$ cat src/verilog/mipsPkg.sv
// Shared widths, encodings and pipeline register layouts for the MIPS core
// Every RTL file imports this package inside its module body
package mipsPkg;

	localparam int dataWidth = 32;
	localparam int regAddrWidth = 5;

	typedef logic [dataWidth-1:0] wordT;
	typedef logic [regAddrWidth-1:0] regAddrT;

	// Primary opcodes of the kept subset
	typedef enum logic [5:0] {
		opRType = 6'h00,
		opBeq   = 6'h04,
		opAddi  = 6'h08,
		opLw    = 6'h23,
		opSw    = 6'h2b
	} opcodeT;

	// R-type function field
	typedef enum logic [5:0] {
		fnAdd = 6'h20,
		fnSub = 6'h22,
		fnAnd = 6'h24,
		fnOr  = 6'h25,
		fnSlt = 6'h2a
	} functT;

	typedef enum logic [2:0] {
		aluAdd,
		aluSub,
		aluAnd,
		aluOr,
		aluSlt
	} aluOpT;

	// Operand source for the execute stage
	typedef enum logic [1:0] {
		fwdReg = 2'd0,
		fwdMem = 2'd1,
		fwdWb  = 2'd2
	} fwdSelT;

	typedef struct packed {
		logic regWrite;
		logic memToReg;
		logic memRead;
		logic memWrite;
		logic aluSrc;
		logic regDst;
		logic isBranch;
	} ctrlT;

	typedef struct packed {
		wordT instr;
		wordT pcPlus4;
	} ifIdT;

	typedef struct packed {
		ctrlT    ctrl;
		opcodeT  opcode;
		functT   funct;
		wordT    rsData;
		wordT    rtData;
		wordT    imm;
		regAddrT rs;
		regAddrT rt;
		regAddrT rd;
	} idExT;

	typedef struct packed {
		logic    regWrite;
		logic    memToReg;
		logic    memRead;
		logic    memWrite;
		wordT    aluResult;
		wordT    storeData;
		regAddrT dest;
	} exMemT;

	// Register file write port and core result port
	typedef struct packed {
		logic    valid;
		regAddrT dest;
		wordT    data;
	} wbT;

endpackage

$ cat src/verilog/fetchStage.sv
`timescale 1ns/1ps
// Fetch stage with the PC and the fetch/decode register
// Holds on stall and loads a no-op into decode when a branch is taken
module fetchStage (
	input  logic          Clk,
	input  logic          arstN,
	input  logic          stall,
	input  logic          branchTaken,
	input  mipsPkg::wordT branchTarget,
	output mipsPkg::wordT imemAddr,
	input  mipsPkg::wordT imemData,
	output mipsPkg::ifIdT ifId
);
	import mipsPkg::*;

	wordT pc;
	wordT pcPlus4;
	wordT nextPc;

	assign pcPlus4 = pc + wordT'(4);
	// Branch resolved in decode overrides sequential flow
	assign nextPc = branchTaken ? branchTarget : pcPlus4;
	assign imemAddr = pc;

	always_ff @(posedge Clk or negedge arstN) begin
		if (!arstN) begin
			pc <= '0;
		end else if (!stall) begin
			pc <= nextPc;
		end
	end

	// Wrong-path word is replaced by all zero
	always_ff @(posedge Clk or negedge arstN) begin
		if (!arstN) begin
			ifId <= '0;
		end else if (!stall) begin
			if (branchTaken) begin
				ifId <= '0;
			end else begin
				ifId.instr <= imemData;
				ifId.pcPlus4 <= pcPlus4;
			end
		end
	end

	// Branch targets are word offsets, so the PC never leaves word alignment
	pcAligned: assert property (@(posedge Clk) disable iff (!arstN) pc[1:0] == 2'b00);

endmodule

$ cat src/verilog/registerFile.sv
`timescale 1ns/1ps
// Thirty-two entry register file for the decode stage
// Register 0 is hard zero, a write in the same cycle is seen by the reads
module registerFile (
	input  logic            Clk,
	input  logic            arstN,
	input  mipsPkg::regAddrT rsAddr,
	input  mipsPkg::regAddrT rtAddr,
	output mipsPkg::wordT   rsData,
	output mipsPkg::wordT   rtData,
	input  mipsPkg::wbT     wb
);
	import mipsPkg::*;

	wordT regs [32];

	// Valid already excludes register 0
	always_ff @(posedge Clk or negedge arstN) begin
		if (!arstN) begin
			for (int i = 0; i < 32; i++) begin
				regs[i] <= '0;
			end
		end else if (wb.valid) begin
			regs[wb.dest] <= wb.data;
		end
	end

	// Write-through bypass
	assign rsData = (rsAddr == '0) ? '0 :
		(wb.valid && wb.dest == rsAddr) ? wb.data : regs[rsAddr];
	assign rtData = (rtAddr == '0) ? '0 :
		(wb.valid && wb.dest == rtAddr) ? wb.data : regs[rtAddr];

endmodule

$ cat src/verilog/decodeStage.sv
`timescale 1ns/1ps
// Decode stage with main control, immediate extension and branch resolution
// Loads the decode/execute register, or a bubble while the hazard unit stalls
module decodeStage (
	input  logic             Clk,
	input  logic             arstN,
	input  logic             stall,
	input  mipsPkg::ifIdT    ifId,
	input  mipsPkg::wbT      wb,
	input  mipsPkg::wordT    memResult,
	input  logic             fwdBranchA,
	input  logic             fwdBranchB,
	output mipsPkg::regAddrT rsAddr,
	output mipsPkg::regAddrT rtAddr,
	output logic             isBranch,
	output logic             branchTaken,
	output mipsPkg::wordT    branchTarget,
	output mipsPkg::idExT    idEx
);
	import mipsPkg::*;

	opcodeT opcode;
	ctrlT   ctrl;
	wordT   imm;
	wordT   rsData;
	wordT   rtData;
	wordT   cmpA;
	wordT   cmpB;
	idExT   idExNext;

	assign opcode = opcodeT'(ifId.instr[31:26]);
	assign rsAddr = ifId.instr[25:21];
	assign rtAddr = ifId.instr[20:16];
	assign imm = {{16{ifId.instr[15]}}, ifId.instr[15:0]};

	registerFile regFile0 (
		.Clk    (Clk),
		.arstN  (arstN),
		.rsAddr (rsAddr),
		.rtAddr (rtAddr),
		.rsData (rsData),
		.rtData (rtData),
		.wb     (wb)
	);

	// Main control, unknown opcodes decode to a no-op
	always_comb begin
		ctrl = '0;
		case (opcode)
			opRType: begin
				ctrl.regWrite = 1'b1;
				ctrl.regDst = 1'b1;
			end
			opAddi: begin
				ctrl.regWrite = 1'b1;
				ctrl.aluSrc = 1'b1;
			end
			opLw: begin
				ctrl.regWrite = 1'b1;
				ctrl.memToReg = 1'b1;
				ctrl.memRead = 1'b1;
				ctrl.aluSrc = 1'b1;
			end
			opSw: begin
				ctrl.memWrite = 1'b1;
				ctrl.aluSrc = 1'b1;
			end
			opBeq: ctrl.isBranch = 1'b1;
			default: ctrl = '0;
		endcase
	end

	// Branch compare sees the memory-stage ALU result early
	assign cmpA = fwdBranchA ? memResult : rsData;
	assign cmpB = fwdBranchB ? memResult : rtData;
	assign isBranch = ctrl.isBranch;
	assign branchTaken = ctrl.isBranch && (cmpA == cmpB) && !stall;
	assign branchTarget = ifId.pcPlus4 + {imm[29:0], 2'b00};

	always_comb begin
		idExNext.ctrl = ctrl;
		idExNext.opcode = opcode;
		idExNext.funct = functT'(ifId.instr[5:0]);
		idExNext.rsData = rsData;
		idExNext.rtData = rtData;
		idExNext.imm = imm;
		idExNext.rs = rsAddr;
		idExNext.rt = rtAddr;
		idExNext.rd = ifId.instr[15:11];
	end

	// Bubble on stall keeps the stalled instruction in decode
	always_ff @(posedge Clk or negedge arstN) begin
		if (!arstN) begin
			idEx <= '0;
		end else if (stall) begin
			idEx <= '0;
		end else begin
			idEx <= idExNext;
		end
	end

	// Stalled instruction is still in decode for its retry
	holdOnStall: assert property (@(posedge Clk) disable iff (!arstN)
		stall |=> $stable(ifId));

endmodule

$ cat src/verilog/hazardUnit.sv
`timescale 1ns/1ps
// Forwarding and stall control for the pipeline
// Compares register numbers across decode, execute, memory and writeback
module hazardUnit (
	input  mipsPkg::regAddrT idRs,
	input  mipsPkg::regAddrT idRt,
	input  logic             isBranch,
	input  mipsPkg::idExT    idEx,
	input  mipsPkg::exMemT   exMem,
	input  mipsPkg::wbT      wb,
	output mipsPkg::fwdSelT  fwdA,
	output mipsPkg::fwdSelT  fwdB,
	output logic             fwdBranchA,
	output logic             fwdBranchB,
	output logic             stall
);
	import mipsPkg::*;

	regAddrT exDest;
	logic    memHit;
	logic    exUsesId;
	logic    memUsesId;
	logic    loadUse;
	logic    branchWait;

	// Destination of the instruction now in execute
	assign exDest = idEx.ctrl.regDst ? idEx.rd : idEx.rt;
	assign memHit = exMem.regWrite && (exMem.dest != '0);

	// Memory stage wins over writeback
	assign fwdA = (memHit && exMem.dest == idEx.rs) ? fwdMem :
		(wb.valid && wb.dest == idEx.rs) ? fwdWb : fwdReg;
	assign fwdB = (memHit && exMem.dest == idEx.rt) ? fwdMem :
		(wb.valid && wb.dest == idEx.rt) ? fwdWb : fwdReg;

	// Branch compare takes only ALU results from memory
	assign fwdBranchA = memHit && !exMem.memRead && exMem.dest == idRs;
	assign fwdBranchB = memHit && !exMem.memRead && exMem.dest == idRt;

	assign exUsesId = (exDest != '0) && (exDest == idRs || exDest == idRt);
	assign memUsesId = (exMem.dest != '0) && (exMem.dest == idRs || exMem.dest == idRt);
	assign loadUse = idEx.ctrl.memRead && exUsesId;
	// Operand still in execute, or a load still in memory
	assign branchWait = isBranch &&
		((idEx.ctrl.regWrite && exUsesId) || (exMem.memRead && memUsesId));
	assign stall = loadUse || branchWait;

	// The load-use stall keeps a load out of memory-stage forwarding
	always_comb begin
		noLoadFwd: assert final ((fwdA != fwdMem && fwdB != fwdMem) || !exMem.memRead);
	end

endmodule

$ cat src/verilog/executeStage.sv
`timescale 1ns/1ps
// Execute stage with operand forwarding, ALU control and the ALU
// Result, store data and destination go to the execute/memory register
module executeStage (
	input  logic            Clk,
	input  logic            arstN,
	input  mipsPkg::idExT   idEx,
	input  mipsPkg::fwdSelT fwdA,
	input  mipsPkg::fwdSelT fwdB,
	input  mipsPkg::wbT     wb,
	output mipsPkg::exMemT  exMem
);
	import mipsPkg::*;

	wordT    opA;
	wordT    opB;
	wordT    aluB;
	wordT    result;
	aluOpT   aluOp;
	regAddrT dest;

	// Operand A source
	always_comb begin
		case (fwdA)
			fwdMem: opA = exMem.aluResult;
			fwdWb: opA = wb.data;
			default: opA = idEx.rsData;
		endcase
	end

	// Operand B source, also the store data
	always_comb begin
		case (fwdB)
			fwdMem: opB = exMem.aluResult;
			fwdWb: opB = wb.data;
			default: opB = idEx.rtData;
		endcase
	end

	assign aluB = idEx.ctrl.aluSrc ? idEx.imm : opB;

	// ALU control, loads and stores use add for the address
	always_comb begin
		aluOp = aluAdd;
		if (idEx.opcode == opRType) begin
			case (idEx.funct)
				fnSub: aluOp = aluSub;
				fnAnd: aluOp = aluAnd;
				fnOr: aluOp = aluOr;
				fnSlt: aluOp = aluSlt;
				default: aluOp = aluAdd;
			endcase
		end
	end

	always_comb begin
		case (aluOp)
			aluSub: result = opA - aluB;
			aluAnd: result = opA & aluB;
			aluOr: result = opA | aluB;
			aluSlt: result = {31'b0, $signed(opA) < $signed(aluB)};
			default: result = opA + aluB;
		endcase
	end

	assign dest = idEx.ctrl.regDst ? idEx.rd : idEx.rt;

	always_ff @(posedge Clk or negedge arstN) begin
		if (!arstN) begin
			exMem <= '0;
		end else begin
			exMem.regWrite <= idEx.ctrl.regWrite;
			exMem.memToReg <= idEx.ctrl.memToReg;
			exMem.memRead <= idEx.ctrl.memRead;
			exMem.memWrite <= idEx.ctrl.memWrite;
			exMem.aluResult <= result;
			exMem.storeData <= opB;
			exMem.dest <= dest;
		end
	end

endmodule

$ cat src/verilog/memoryStage.sv
`timescale 1ns/1ps
// Memory stage with word-addressed data memory and the memory/writeback register
// Drives the writeback bus, picking load data or ALU result
module memoryStage #(
	parameter int dataWords = 64
) (
	input  logic           Clk,
	input  logic           arstN,
	input  mipsPkg::exMemT exMem,
	output mipsPkg::wbT    wb
);
	import mipsPkg::*;

	localparam int addrBits = $clog2(dataWords);

	typedef struct packed {
		logic    regWrite;
		logic    memToReg;
		regAddrT dest;
		wordT    loadData;
		wordT    aluResult;
	} memWbT;

	wordT                mem [dataWords];
	logic [addrBits-1:0] wordAddr;
	wordT                readData;
	memWbT               memWb;

	// Byte address to word index
	assign wordAddr = exMem.aluResult[addrBits+1:2];
	assign readData = mem[wordAddr];

	always_ff @(posedge Clk) begin
		if (exMem.memWrite) begin
			mem[wordAddr] <= exMem.storeData;
		end
	end

	always_ff @(posedge Clk or negedge arstN) begin
		if (!arstN) begin
			memWb <= '0;
		end else begin
			memWb.regWrite <= exMem.regWrite;
			memWb.memToReg <= exMem.memToReg;
			memWb.dest <= exMem.dest;
			memWb.loadData <= readData;
			memWb.aluResult <= exMem.aluResult;
		end
	end

	// Writes to register 0 never show up
	assign wb.valid = memWb.regWrite && (memWb.dest != '0);
	assign wb.dest = memWb.dest;
	assign wb.data = memWb.memToReg ? memWb.loadData : memWb.aluResult;

	noReadWrite: assert property (@(posedge Clk) disable iff (!arstN)
		!(exMem.memRead && exMem.memWrite));

endmodule

$ cat src/verilog/mipsCore.sv
`timescale 1ns/1ps
// Top of the five-stage MIPS integer pipeline
// Instruction memory sits outside, results leave through the writeback port
module mipsCore #(
	parameter int dataWords = 64
) (
	input  logic          Clk,
	input  logic          arstN,
	output mipsPkg::wordT imemAddr,
	input  mipsPkg::wordT imemData,
	output mipsPkg::wbT   wb
);
	import mipsPkg::*;

	ifIdT    ifId;
	idExT    idEx;
	exMemT   exMem;
	logic    stall;
	logic    branchTaken;
	wordT    branchTarget;
	regAddrT idRs;
	regAddrT idRt;
	logic    isBranch;
	fwdSelT  fwdA;
	fwdSelT  fwdB;
	logic    fwdBranchA;
	logic    fwdBranchB;

	fetchStage fetch0 (
		.Clk          (Clk),
		.arstN        (arstN),
		.stall        (stall),
		.branchTaken  (branchTaken),
		.branchTarget (branchTarget),
		.imemAddr     (imemAddr),
		.imemData     (imemData),
		.ifId         (ifId)
	);

	// Memory-stage ALU result feeds the branch compare
	decodeStage decode0 (
		.Clk          (Clk),
		.arstN        (arstN),
		.stall        (stall),
		.ifId         (ifId),
		.wb           (wb),
		.memResult    (exMem.aluResult),
		.fwdBranchA   (fwdBranchA),
		.fwdBranchB   (fwdBranchB),
		.rsAddr       (idRs),
		.rtAddr       (idRt),
		.isBranch     (isBranch),
		.branchTaken  (branchTaken),
		.branchTarget (branchTarget),
		.idEx         (idEx)
	);

	hazardUnit hazard0 (
		.idRs       (idRs),
		.idRt       (idRt),
		.isBranch   (isBranch),
		.idEx       (idEx),
		.exMem      (exMem),
		.wb         (wb),
		.fwdA       (fwdA),
		.fwdB       (fwdB),
		.fwdBranchA (fwdBranchA),
		.fwdBranchB (fwdBranchB),
		.stall      (stall)
	);

	executeStage execute0 (
		.Clk   (Clk),
		.arstN (arstN),
		.idEx  (idEx),
		.fwdA  (fwdA),
		.fwdB  (fwdB),
		.wb    (wb),
		.exMem (exMem)
	);

	memoryStage #(
		.dataWords (dataWords)
	) memory0 (
		.Clk   (Clk),
		.arstN (arstN),
		.exMem (exMem),
		.wb    (wb)
	);

endmodule

$ cat config.mk
export PLATFORM = sky130hd
export DESIGN_NAME = mipsCore
export DESIGN_NICKNAME = d
export VERILOG_FILES = /design/src/verilog/mipsPkg.sv /design/src/verilog/fetchStage.sv /design/src/verilog/registerFile.sv /design/src/verilog/decodeStage.sv /design/src/verilog/hazardUnit.sv /design/src/verilog/executeStage.sv /design/src/verilog/memoryStage.sv /design/src/verilog/mipsCore.sv
export SDC_FILE = /design/constraint.sdc
export NUM_CORES = 2
export LEC_CHECK = 0
export BUFFER_PORTS_ARGS = -buffer_cell sky130_fd_sc_hd__buf_2
export CELL_PAD_IN_SITES_DETAIL_PLACEMENT = 0
export CELL_PAD_IN_SITES_GLOBAL_PLACEMENT = 1
export CORE_MARGIN = 4
export CORE_UTILIZATION = 57
export CTS_CLUSTER_SIZE = 25
export DETAILED_ROUTE_END_ITERATION = 8
export PLACE_DENSITY = 0.86
export SLEW_MARGIN = 25
export SYNTH_ARGS = -nofsm -noshare
export SYNTH_HDL_FRONTEND = slang
export SYNTH_SLANG_ARGS = --single-unit
$ cat constraint.sdc
create_clock -name Clk -period 14.6 [get_ports Clk]
set_clock_uncertainty 0.1 [all_clocks]
set_input_delay 2.92 -clock Clk [delete_from_list [all_inputs] [get_ports Clk]]
set_output_delay 2.92 -clock Clk [all_outputs]
set_load 0.02 [all_outputs]
==> metrics.txt <==
I/O Pins=104; setup repair bufs after CTS=0; met2 WL=221 mm; Cell Area, Placed=152,000 um^2; Slew HR=20.0%; antenna viol nets, final=0; HPWL after DPL=296 mm; number of distinct library cells after synthesis=92; maximum ir drop on the vdd rail=0.140 mV; largest net degree at the start of global routing=174; final setup fails=0; CP Class=flip-flop to flip-flop; Critical Path RT=15,340 ps; First-pass DRT Iterations=9; most common cell after layout, fill and taps aside=edfxtp_1; final net count=11,176; final hold vios=0; GRT Total Usage=37.0%; first-pass GRT wire length=718 mm; H-tree levels=5; fmax=125 MHz; Power Total=23.3 mW; initial antenna violation count=27; Max-Cap Viols=0; post_cts resized=0; Mapped Cells=11,183; CP Data Arrival Time=8730 ps; Worst Slack Setup Final=6610 ps; Avg Cell Area, Syn=13.2 um^2; Seq/Total Area, Yosys=64.6%; Pleak=60.1 nW; share of cells above drive strength 1=14.8%; Max Buffers Root-to-Sink=4; CTS Hold Bufs=0; DR vias/cell=7.14; Chip Width=517 um; clock slew at reported path FFs=70 ps; total CTS buffers=348; final worst path period need=7990 ps; Area Growth Syn to Fin=10.8%; CTS root buf=clkbuf_16; number of synthesized flops with an enable pin=2,048; commonest non-fill, non-tap cells in the layout=edfxtp_1 (2,048), dfrtp_1 (1,321), nand2_1 (862); IO Port Bufs=103; Skew-Pair Late Insertion Delay=950 ps; Initial Util=57.4%; run status=finished, final reports clean; die height=517 um; syn nets=11,346; routed length per placed instance=34.1 um; row cnt=186; Met3 Wirelength=67.0 mm; Tightest Hold Check Type=flip-flop to flip-flop; mapped cell area=148,000 um^2; setup tns final=0 ps; Crit. End Element=flip-flop; fin crit share=54.7%; #FFs+latches synth=3,412; area of the die=268,000 um^2; Slew @ Worst Pin=1190 ps; RSZ-0062 raised after global routing=false; TritonCTS clock tree=yes; CP startpoint kind=flip-flop; Top FF cell, synth=edfxtp_1; filler cell count=18,217; drt total wl=501 mm; core box area=258,000 um^2; gr ovfl total=0; highest routing layer actually used=met5; Final Instance Area=164,000 um^2; Cell Pwr Density=142 nW/um^2; pre-CTS setup slack=6860 ps; DR iter-0 viols=16,260; vias in the first global route=101,099; met1 wire length=174 mm; RD Place Congestion=1.02; Residual DRC=0; Synth warnings=0; Vias=104,766; ys async rst share=40.0%; Final Max Slew Viols=0; Clock Sinks=3,412; critical path peak fanout=92
worst paths after layout:
path | slack [ps] | to | cells past startpoint | startpoint
max | 6610 | fetch0.imemAddr[28]$_DFFE_PN0P_ | 16 | fetch0.ifId[55]$_DFFE_PN0P_
min in group asynchronous | 1910 | decode0.regFile0.regs[219]$_DFFE_PN0P_ | 1 | arstN
max in group asynchronous | 10030 | execute0.exMem[27]$_DFF_PN0_ | 3 | arstN
min | 280 | execute0.exMem[72]$_DFF_PN0_ | 0 | decode0.idEx[129]$_DFF_PN0_
min reg2reg | 280 | execute0.exMem[72]$_DFF_PN0_ | 0 | decode0.idEx[129]$_DFF_PN0_
max reg2reg | 6610 | fetch0.imemAddr[28]$_DFFE_PN0P_ | 16 | fetch0.ifId[55]$_DFFE_PN0P_
cells in the mapped netlist (126+ instances only):
master / number / area share, %
nand2_1: 878 / 2.2
a31oi_1: 150 / 0.63
clkbuf_1: 719 / 1.8
edfxtp_1: 2048 / 42
o21ai_0: 731 / 2.5
a221oi_1: 223 / 1.3
inv_1: 195 / 0.49
a22o_1: 213 / 1.3
mux2i_1: 187 / 1.3
dfrtp_1: 1364 / 23
ha_1: 126 / 1.1
a22oi_1: 796 / 4.0
mux4_2: 418 / 6.4
a21oi_1: 768 / 2.6
nor2_1: 811 / 2.1
power by group:
group	switching, mW	leakage [nW]	internal [mW]	total, mW
combinational	2.24	17.8	1.02	3.26
clock	3.77	5.54	5.17	8.95
sequential	0.463	36.8	10.6	11.1
total	6.48	60.1	16.8	23.3
final cells by class:
cell class	instances	area, um^2	share of cell area, %
Antenna cell	20	50.0	0.0305
Timing Repair Buffer	425	3290	2.01
Multi-Input combinational cell	6625	48500	29.6
Clock buffer	465	9600	5.86
Inverter	201	754	0.460
Tap cell	3384	4230	2.58
Sequential cell	3412	95800	58.4
Clock inverter	151	1710	1.04
worst max-delay path: stages, from the launching register on:
cell	delay [ps]
dfrtp_4	890
buf_4	730
buf_4	670
and2_1	770
a22oi_1	200
nand2_1	140
o22ai_1	90
a211oi_1	870
a22oi_1	250
nand2_1	130
o21ai_0	100
a211o_1	340
nor4_2	310
and4_4	590
buf_4	830
o21ai_0	240
a221o_1	400
sequential cells by signal (all words and copies together) (netlist names):
| register | cells |
|---|---|
| memory0.memWb | 66 |
| fetch0.ifId | 64 |
| memory0.wb | 5 |
| decode0.idEx | 101 |
| decode0.regFile0.regs | 1024 |
| fetch0.imemAddr | 32 |
| execute0.exMem | 72 |
| memory0.mem | 2048 |
stage by stage:
stage / std cells / hold slack, ps / utilization, %
6_report: 14683 / 279 / 63.6
5_1_grt: 14664 / 302 / 63.6
4_1_cts: 14659 / 279 / 63.6
3_5_place_dp: 14043 / 266 / 59.2
3_3_place_gp: 14038 / 262 / 59.1
2_1_floorplan: 11183 / 231 / -
cell families (layout without fill, tap and decap cells):
| logic type | Yosys count | in the layout | share of synthesized area (%) |
|---|---|---|---|
| AOI/OAI and AO/OA | 3447 | 3447 | 15.3 |
| other | 0 | 20 | 0 |
| buffers and inverters | 1146 | 1242 | 3.39 |
| muxes | 668 | 668 | 8.19 |
| adders and majority gates | 129 | 129 | 1.11 |
| and+or+nand+nor | 2251 | 2251 | 6.59 |
| DFF | 3412 | 3412 | 64.6 |
| xor gates and xnor gates | 130 | 130 | 0.770 |
routing by layer:
| metal | track usage [%] | up-vias |
|---|---|---|
| li1 | - | 42604 |
| met1 | 48.5 | 52119 |
| met2 | 55.2 | 8112 |
| met3 | 10.6 | 1907 |
| met4 | 22.4 | 24 |
| met5 | 0 | - |
Note: power is estimated with default switching activity, not from simulation.
